### src/core_cfg.svh
`ifndef CORE_CFG_SVH
`define CORE_CFG_SVH

// data path width
`define CORE_XLEN 32

// architectural registers, x0 included
`define CORE_NREGS 32

// first pc after reset
`define CORE_RESET_PC 32'h0000_0000

`endif

### src/isa_pkg.sv
`include "core_cfg.svh"

package isa_pkg;

  typedef logic [`CORE_XLEN-1:0] word_t;
  typedef logic [4:0] reg_idx_t;
  typedef logic [2:0] funct3_t;
  typedef logic [6:0] funct7_t;

  // major opcodes, bits [6:0] of the word
  typedef enum logic [6:0] {
    OP     = 7'b0110011,
    OP_IMM = 7'b0010011,
    LUI    = 7'b0110111,
    AUIPC  = 7'b0010111,
    JAL    = 7'b1101111,
    JALR   = 7'b1100111,
    BRANCH = 7'b1100011
  } opcode_e;

  // funct3 for OP and OP_IMM
  localparam funct3_t F3_ADD_SUB = 3'b000;
  localparam funct3_t F3_SLL     = 3'b001;
  localparam funct3_t F3_SLT     = 3'b010;
  localparam funct3_t F3_SLTU    = 3'b011;
  localparam funct3_t F3_XOR     = 3'b100;
  localparam funct3_t F3_SRL_SRA = 3'b101;
  localparam funct3_t F3_OR      = 3'b110;
  localparam funct3_t F3_AND     = 3'b111;

  // funct3 for BRANCH
  localparam funct3_t F3_BEQ  = 3'b000;
  localparam funct3_t F3_BNE  = 3'b001;
  localparam funct3_t F3_BLT  = 3'b100;
  localparam funct3_t F3_BGE  = 3'b101;
  localparam funct3_t F3_BLTU = 3'b110;
  localparam funct3_t F3_BGEU = 3'b111;

endpackage

### src/core_pkg.sv
`include "core_cfg.svh"

package core_pkg;

  typedef enum logic [3:0] {
    ALU_ADD,
    ALU_SUB,
    ALU_SLL,
    ALU_SLT,
    ALU_SLTU,
    ALU_XOR,
    ALU_SRL,
    ALU_SRA,
    ALU_OR,
    ALU_AND
  } alu_op_e;

  // whole register bank, entry 0 in the low word
  typedef isa_pkg::word_t [`CORE_NREGS-1:0] regs_t;

  // one enable bit per register
  typedef logic [`CORE_NREGS-1:0] wr_vec_t;

  typedef struct packed {
    isa_pkg::word_t    op_a;
    isa_pkg::word_t    op_b;
    alu_op_e           alu_op;
    isa_pkg::reg_idx_t rd;
    logic              wr;
    logic              branch;
    isa_pkg::funct3_t  funct3;
    logic              jump;
    isa_pkg::word_t    tgt_base;
    isa_pkg::word_t    tgt_off;
    isa_pkg::word_t    rs1_val;
    isa_pkg::word_t    rs2_val;
    isa_pkg::word_t    pc;
  } dec_op_t;

  typedef struct packed {
    isa_pkg::word_t    data;
    logic              wr;
    isa_pkg::reg_idx_t rd;
    logic              redirect;
    isa_pkg::word_t    target;
  } exe_res_t;

  typedef struct packed {
    logic              valid;
    isa_pkg::reg_idx_t rd;
    logic              wr;
    isa_pkg::word_t    data;
    isa_pkg::word_t    next_pc;
  } retire_t;

endpackage

### src/riscv_regfile.sv
`timescale 1ns/100ps

`include "core_cfg.svh"

module riscv_regfile (
  input  logic              clk,
  input  logic              rst,

  input  logic              pc_wr,
  input  isa_pkg::word_t    pc_in,

  input  core_pkg::wr_vec_t x_wr,
  input  isa_pkg::word_t    x_in,

  output isa_pkg::word_t    pc,
  output core_pkg::regs_t   regs
);

  always_ff @(posedge clk)
  begin
    if (rst)
    begin
      pc   <= `CORE_RESET_PC;
      regs <= '0;
    end
    else
    begin
      if (pc_wr)
      begin
        pc <= pc_in;
      end

      for (int i = 1; i < `CORE_NREGS; i++)
      begin
        if (x_wr[i])
        begin
          regs[i] <= x_in;
        end
      end

      // x0 reads as zero whatever the enable says
      regs[0] <= '0;
    end
  end

endmodule

### src/riscv_decode.sv
`timescale 1ns/100ps

module riscv_decode (
  input  isa_pkg::word_t    instr,
  input  isa_pkg::word_t    pc,
  input  core_pkg::regs_t   regs,
  output core_pkg::dec_op_t dec
);

  isa_pkg::opcode_e  opcode;
  isa_pkg::reg_idx_t rs1;
  isa_pkg::reg_idx_t rs2;
  isa_pkg::reg_idx_t rd;
  isa_pkg::funct3_t  funct3;
  isa_pkg::funct7_t  funct7;
  isa_pkg::word_t    rs1_val;
  isa_pkg::word_t    rs2_val;
  isa_pkg::word_t    imm_i;
  isa_pkg::word_t    imm_u;
  isa_pkg::word_t    imm_b;
  isa_pkg::word_t    imm_j;
  core_pkg::alu_op_e alu_op;
  logic              sub_sel;

  assign opcode = isa_pkg::opcode_e'(instr[6:0]);
  assign rd     = instr[11:7];
  assign funct3 = instr[14:12];
  assign rs1    = instr[19:15];
  assign rs2    = instr[24:20];
  assign funct7 = instr[31:25];

  assign rs1_val = regs[rs1];
  assign rs2_val = regs[rs2];

  assign imm_i = {{20{instr[31]}}, instr[31:20]};
  assign imm_u = {instr[31:12], 12'b0};
  assign imm_b = {{20{instr[31]}}, instr[7], instr[30:25], instr[11:8], 1'b0};
  assign imm_j = {{12{instr[31]}}, instr[19:12], instr[20], instr[30:21], 1'b0};

  // addi has no sub form, imm[10] is just part of the constant
  assign sub_sel = funct7[5] && (opcode == isa_pkg::OP);

  always_comb
  begin
    case (funct3)
      isa_pkg::F3_ADD_SUB: alu_op = sub_sel ? core_pkg::ALU_SUB : core_pkg::ALU_ADD;
      isa_pkg::F3_SLL:     alu_op = core_pkg::ALU_SLL;
      isa_pkg::F3_SLT:     alu_op = core_pkg::ALU_SLT;
      isa_pkg::F3_SLTU:    alu_op = core_pkg::ALU_SLTU;
      isa_pkg::F3_XOR:     alu_op = core_pkg::ALU_XOR;
      isa_pkg::F3_SRL_SRA: alu_op = funct7[5] ? core_pkg::ALU_SRA : core_pkg::ALU_SRL;
      isa_pkg::F3_OR:      alu_op = core_pkg::ALU_OR;
      default:             alu_op = core_pkg::ALU_AND;
    endcase
  end

  always_comb
  begin
    dec         = '0;
    dec.pc      = pc;
    dec.rd      = rd;
    dec.funct3  = funct3;
    dec.rs1_val = rs1_val;
    dec.rs2_val = rs2_val;
    dec.alu_op  = core_pkg::ALU_ADD;

    case (opcode)
      isa_pkg::OP:
      begin
        dec.op_a   = rs1_val;
        dec.op_b   = rs2_val;
        dec.alu_op = alu_op;
        dec.wr     = 1'b1;
      end
      isa_pkg::OP_IMM:
      begin
        dec.op_a   = rs1_val;
        dec.op_b   = imm_i;
        dec.alu_op = alu_op;
        dec.wr     = 1'b1;
      end
      isa_pkg::LUI:
      begin
        dec.op_b = imm_u;
        dec.wr   = 1'b1;
      end
      isa_pkg::AUIPC:
      begin
        dec.op_a = pc;
        dec.op_b = imm_u;
        dec.wr   = 1'b1;
      end
      isa_pkg::JAL:
      begin
        // link value pc + 4 through the adder
        dec.op_a     = pc;
        dec.op_b     = isa_pkg::word_t'(4);
        dec.wr       = 1'b1;
        dec.jump     = 1'b1;
        dec.tgt_base = pc;
        dec.tgt_off  = imm_j;
      end
      isa_pkg::JALR:
      begin
        dec.op_a     = pc;
        dec.op_b     = isa_pkg::word_t'(4);
        dec.wr       = 1'b1;
        dec.jump     = 1'b1;
        dec.tgt_base = rs1_val;
        dec.tgt_off  = imm_i;
      end
      isa_pkg::BRANCH:
      begin
        dec.branch   = 1'b1;
        dec.tgt_base = pc;
        dec.tgt_off  = imm_b;
      end
      default:
      begin
        // unsupported, retires as a nop
        dec.rd = '0;
      end
    endcase
  end

endmodule

### src/riscv_execute.sv
`timescale 1ns/100ps

module riscv_execute (
  input  core_pkg::dec_op_t  dec,
  output core_pkg::exe_res_t res
);

  isa_pkg::word_t alu_out;
  isa_pkg::word_t target;
  logic [4:0]     shamt;
  logic           taken;

  assign shamt = dec.op_b[4:0];

  always_comb
  begin
    case (dec.alu_op)
      core_pkg::ALU_ADD:  alu_out = dec.op_a + dec.op_b;
      core_pkg::ALU_SUB:  alu_out = dec.op_a - dec.op_b;
      core_pkg::ALU_SLL:  alu_out = dec.op_a << shamt;
      core_pkg::ALU_SLT:  alu_out = isa_pkg::word_t'($signed(dec.op_a) < $signed(dec.op_b));
      core_pkg::ALU_SLTU: alu_out = isa_pkg::word_t'(dec.op_a < dec.op_b);
      core_pkg::ALU_XOR:  alu_out = dec.op_a ^ dec.op_b;
      core_pkg::ALU_SRL:  alu_out = dec.op_a >> shamt;
      core_pkg::ALU_SRA:  alu_out = $signed(dec.op_a) >>> shamt;
      core_pkg::ALU_OR:   alu_out = dec.op_a | dec.op_b;
      default:            alu_out = dec.op_a & dec.op_b;
    endcase
  end

  // branch condition on the raw register values
  always_comb
  begin
    case (dec.funct3)
      isa_pkg::F3_BEQ:  taken = (dec.rs1_val == dec.rs2_val);
      isa_pkg::F3_BNE:  taken = (dec.rs1_val != dec.rs2_val);
      isa_pkg::F3_BLT:  taken = ($signed(dec.rs1_val) < $signed(dec.rs2_val));
      isa_pkg::F3_BGE:  taken = ($signed(dec.rs1_val) >= $signed(dec.rs2_val));
      isa_pkg::F3_BLTU: taken = (dec.rs1_val < dec.rs2_val);
      isa_pkg::F3_BGEU: taken = (dec.rs1_val >= dec.rs2_val);
      default:          taken = 1'b0;
    endcase
  end

  assign target = dec.tgt_base + dec.tgt_off;

  always_comb
  begin
    res          = '0;
    res.data     = alu_out;
    res.wr       = dec.wr;
    res.rd       = dec.rd;
    res.redirect = dec.jump | (dec.branch & taken);
    // jalr needs bit 0 cleared, other targets are even anyway
    res.target   = target & ~isa_pkg::word_t'(1);
  end

endmodule

### src/riscv_result.sv
`timescale 1ns/100ps

module riscv_result (
  input  logic               clk,
  input  logic               rst,
  input  logic               instr_valid,
  input  isa_pkg::word_t     pc,
  input  core_pkg::exe_res_t res,

  output logic               pc_wr,
  output isa_pkg::word_t     pc_in,
  output core_pkg::wr_vec_t  x_wr,
  output isa_pkg::word_t     x_in,
  output core_pkg::retire_t  retire
);

  logic wr_en;

  // never write x0
  assign wr_en = res.wr && (res.rd != '0);

  assign pc_wr = instr_valid;
  assign pc_in = res.redirect ? res.target : pc + isa_pkg::word_t'(4);
  assign x_in  = res.data;

  always_comb
  begin
    x_wr         = '0;
    x_wr[res.rd] = instr_valid & wr_en;
  end

  always_ff @(posedge clk)
  begin
    if (rst)
    begin
      retire <= '0;
    end
    else
    begin
      retire.valid <= instr_valid;
      if (instr_valid)
      begin
        retire.rd      <= res.rd;
        retire.wr      <= wr_en;
        retire.data    <= res.data;
        retire.next_pc <= pc_in;
      end
    end
  end

endmodule

### src/riscv_core.sv
`timescale 1ns/100ps

module riscv_core (
  input  logic              clk,
  input  logic              rst,
  input  logic              instr_valid,
  input  isa_pkg::word_t    instr,
  output isa_pkg::word_t    pc,
  output core_pkg::retire_t retire
);

  core_pkg::regs_t    regs;
  core_pkg::dec_op_t  dec;
  core_pkg::exe_res_t res;
  core_pkg::wr_vec_t  x_wr;
  isa_pkg::word_t     x_in;
  isa_pkg::word_t     pc_in;
  logic               pc_wr;

  riscv_regfile u_regfile (
    .clk   (clk),
    .rst   (rst),
    .pc_wr (pc_wr),
    .pc_in (pc_in),
    .x_wr  (x_wr),
    .x_in  (x_in),
    .pc    (pc),
    .regs  (regs)
  );

  riscv_decode u_decode (
    .instr (instr),
    .pc    (pc),
    .regs  (regs),
    .dec   (dec)
  );

  riscv_execute u_execute (
    .dec (dec),
    .res (res)
  );

  riscv_result u_result (
    .clk         (clk),
    .rst         (rst),
    .instr_valid (instr_valid),
    .pc          (pc),
    .res         (res),
    .pc_wr       (pc_wr),
    .pc_in       (pc_in),
    .x_wr        (x_wr),
    .x_in        (x_in),
    .retire      (retire)
  );

endmodule

### config.mk
export PLATFORM = sky130hd
export DESIGN_NAME = riscv_core
export DESIGN_NICKNAME = d
export VERILOG_FILES = /design/src/isa_pkg.sv /design/src/core_pkg.sv /design/src/riscv_regfile.sv /design/src/riscv_decode.sv /design/src/riscv_execute.sv /design/src/riscv_result.sv /design/src/riscv_core.sv
export VERILOG_INCLUDE_DIRS = /design/src
export SDC_FILE = /design/constraint.sdc
export NUM_CORES = 2
export LEC_CHECK = 0
export BUFFER_PORTS_ARGS = -buffer_cell sky130_fd_sc_hd__buf_2
export CORE_ASPECT_RATIO = 0.5
export CORE_MARGIN = 2
export CORE_UTILIZATION = 50
export DETAILED_ROUTE_END_ITERATION = 10
export PLACE_DENSITY = 0.66
export SLEW_MARGIN = 25
export SYNTH_ARGS = -nofsm -noshare
export SYNTH_HDL_FRONTEND = slang
export SYNTH_SLANG_ARGS = --single-unit
### constraint.sdc
create_clock -name clk -period 15.1 [get_ports clk]
set_clock_uncertainty 0.1 [all_clocks]
set_input_delay 0.755 -clock clk [delete_from_list [all_inputs] [get_ports clk]]
set_output_delay 0.755 -clock clk [all_outputs]
set_load 0.03 [all_outputs]
==> out/summary.txt <==
=================================================================================================
Max Root-Sink Buffers ..............................................................            3
Max-slew violation count ...........................................................            0
Final Critical Period ..............................................................      8.97 ns
Setup repair after global routing missed its margin ................................           no
Area grow syn2layout ...............................................................        6.19%
Total of warnings raised by yosys ..................................................            0
Layout cell share with drive strength beyond 1 .....................................        0.166
Highest-count cells in the layout ignoring fill and taps ........................... dfxtp_1 (1062), nand3_1 (665), nor2_1 (479)
Leakage Power ......................................................................      25.6 nW
Sw Share ...........................................................................        0.270
Number of levels the H-tree was split into .........................................            3
Global-route wire length before repair .............................................       424 mm
FFs w/ async S/R, synth ............................................................            0
Seq cells post-synth ...............................................................         1062
Startpoint class of the critical path .............................................. primary input
Worst-path cell with the longest stage delay .......................................      mux2i_1
Number of global-route vias before repair ..........................................        59400
Core Rows ..........................................................................           95
Clock sink total ...................................................................         1062
Synth Cell Area ....................................................................  67400 sq um
Top-level I/O count ................................................................          138
Last weighted congestion value of the routability-driven placer ....................         1.06
Total via count after detailed routing .............................................        65600
Number of instances in the synthesized netlist .....................................         7663
Worst skew pair latency ............................................................      0.77 ns
Sequential group share of total power ..............................................        0.464
Overall die width ..................................................................       523 um
R2R Path Start ..................................................................... u_regfile.regs[992]
Max Fanout on Critical Path ........................................................           60
Accumulated negative setup slack ...................................................         0 ns
Post-detailed-placement half-perimeter wirelength ..................................       203 mm
Initial standard-cell utilization of the core ......................................        0.503
Internal power of the cells ........................................................      4.41 mW
Worst slew pin tran ................................................................      1.26 ns
Leading cell type in the layout, fill and taps excluded ............................      dfxtp_1
Most frequent CP cell ..............................................................        buf_4
Proportion of synthesized chip area in sequential cells ............................        0.315
Worst reg-to-reg setup slack .......................................................      7.36 ns
Crit path capture .................................................................. u_regfile.regs[798]
Root buffer cell ...................................................................    clkbuf_16
Max Clk Rate .......................................................................      111 MHz
Count of instances resized after the clock tree is built ...........................            0
Number of max-cap violations .......................................................            0
Power per unit of standard cell area ............................................... 84.4 nW/um^2
Vertical extent of the die .........................................................       264 um
CTS tree ...........................................................................        built
Mean area per synthesized cell .....................................................   8.80 sq um
Count of TritonRoute iterations in the first routing pass ..........................            9
Critical path required time ........................................................     15.69 ns
Number of nets in the finished design ..............................................         7426
Reg-to-reg endpoint ................................................................ u_regfile.regs[798]
Number of cells on the worst reg-to-reg path .......................................           21
Count of flip-flops with a built-in enable after synthesis .........................            0
Pin count of the biggest net entering global routing ...............................          207
Count of final setup violators .....................................................            0
Status ............................................................................. complete, no violations
Type of element capturing the critical path ........................................     register
Core box area ...................................................................... 134000 sq um
Overall global routing resource usage ..............................................        0.416
Hold path cells ....................................................................            2
Die Area ........................................................................... 138000 sq um
Starting DRC count in detailed routing .............................................        10600
GRT Residual Overflow ..............................................................            0
Path class of the lowest-slack min-delay path ...................................... primary input to register
Clock network fraction of total power ..............................................        0.444
P_sw ...............................................................................      1.63 mW
List of cells traversed by the critical path ....................................... buf_8 -> buf_4 -> buf_4 -> mux4_2 -> mux4_2 -> mux2i_1 -> o21ai_0 -> nand2_1 -> ha_1 -> inv_1 -> a21oi_1 -> o22ai_1 -> a311oi_2 -> a221oi_1 -> a211oi_1 -> o211a_1 -> nor3_1 -> or3b_1 -> o211a_1 -> or3_1 -> buf_4 -> o21ai_0
Vias per std cell ..................................................................         7.20
Final hold violations ..............................................................            0
Residual DRC .......................................................................            0
Max transition margin ..............................................................        0.154
Post-route fraction of the period consumed by the critical path ....................        0.594
Total setup buffers inserted after CTS .............................................            0
Wirelength per Cell ................................................................      32.6 um
Number of antenna violations at the first check in global routing ..................           14
Type of the worst setup path ....................................................... primary input to register
Hold buffer count at cts ...........................................................            0
Number of buffers inserted by port buffering .......................................          135
Number of routed nets with antenna violations ......................................            0
Final wirelength ...................................................................       297 mm
Arrival time of the worst setup path ...............................................      9.56 ns
Clock-pin transition on the worst setup and hold timing paths ......................      0.09 ns
Tot Pwr ............................................................................      6.04 mW
Stage delay of the slowest cell on the critical path ...............................      0.85 ns
Peak supply drop ...................................................................  0.0000970 V
Part of the total power dissipated in combinational logic ..........................        0.091
Filler cells .......................................................................        12400
Number of distinct library cell variants in the gate-level netlist after synthesis .          118
Most used flip-flop cell after synthesis ...........................................      dfxtp_1
CTS Buf Count ......................................................................          100
Crit path launch ...................................................................    instr[20]
=================================================================================================
-- area by class of cell --
class,count,area [sq um],area share
Antenna cell,5,12.5,0.000175
Clock buffer,154,2980,0.0415
Clock inverter,32,445,0.00622
Inverter,133,512,0.00715
Multi-Input combinational cell,5597,41800,0.584
Sequential cell,1062,21300,0.297
Tap cell,1794,2240,0.0313
Timing Repair Buffer,334,2340,0.0326
-- synth_stat cells, types with 30 or more instances --
library cell  count  area share
o31ai_1          45      0.0050
clkbuf_1        534       0.030
a2111oi_0        53      0.0069
inv_1           123      0.0068
nor3_1          213       0.016
mux2_2          142       0.024
dfxtp_1        1062        0.32
a21oi_1         475       0.035
buf_6            49      0.0082
nand2_1         480       0.027
xnor2_1          30      0.0039
a211oi_1        250       0.028
nor2_1          494       0.027
o21ai_1         404       0.030
a221oi_1         58      0.0075
a21o_1           50      0.0056
a211oi_2         36      0.0067
buf_1            44      0.0024
ha_1            160       0.030
a22oi_1          99       0.011
o22ai_1          72      0.0067
a22o_1           78       0.010
nand3_1         665       0.049
a31oi_1          38      0.0035
buf_4           117       0.013
buf_2           124      0.0092
o211ai_1         44      0.0049
mux2i_1         291       0.043
mux4_2          379        0.13
o21a_1           42      0.0047
o21ai_0         467       0.035
-- state kept, by name, summed over array words and instances (netlist names) --
name	cells
u_result.retire	70
u_regfile.regs	992
-- per-layer routing --
layer	track usage	routed length, um
met1	0.572	118000
met2	0.569	118000
met3	0.170	46500
met4	0.175	15200
met5	0.00381	259
-- power by group through the flow --
stage	combinational, mW	clock (mW)	sequential [mW]
floorplan	0.350	0	2.87
global placement	0.523	0	2.87
detailed placement	0.524	0	2.87
CTS	0.526	2.69	2.81
global route	0.562	2.80	2.81
finish	0.551	2.69	2.81
-- kinds of logic after synthesis --
| logic type | Yosys count | share of synthesized area |
|---|---|---|
| other cells | 1 | 0.0000556 |
| simple gates | 2106 | 0.146 |
| fa+ha+maj | 163 | 0.0306 |
| compound gates | 2461 | 0.237 |
| buf+inv | 1005 | 0.0709 |
| xor+xnor | 40 | 0.00519 |
| flops | 1062 | 0.315 |
| mux | 825 | 0.196 |
-- worst min path at each step --
| stage | startpoint | end | slack (ns) |
|---|---|---|---|
| global placement | u_result.retire[69] | u_result.retire[69] | 0.35 |
| floorplan | u_regfile.regs[107] | u_regfile.regs[107] | 0.34 |
| CTS | rst | u_result.retire[48] | 0.36 |
| detailed placement | u_result.retire[69] | u_result.retire[69] | 0.35 |
| global route | rst | u_result.retire[47] | 0.37 |
| finish | rst | u_result.retire[47] | 0.35 |
-- worst max-delay path: cells and delay by family --
family | cells | cell delay, ns
muxes | 3 | 2.03
buffers and inverters | 5 | 2.16
AOI/OAI and AO/OA | 9 | 2.90
and+or+nand+nor | 4 | 1.15
adders and majority gates | 1 | 0.40
-- through the flow --
step           cells   util  hold slack (ns)  worst slack, ns  area [sq um]
3_3_place_gp    8912  0.507            0.346             5.50         67900
2_1_floorplan   7664      -            0.342             8.13         67400
3_5_place_dp    8914  0.508            0.349             5.45         68000
5_1_grt         9107  0.534            0.373             5.76         71600
4_1_cts         9100  0.533            0.356             6.21         71500
6_report        9111  0.534            0.348             6.13         71600
No activity file was read; power rests on OpenSTA's default activity.
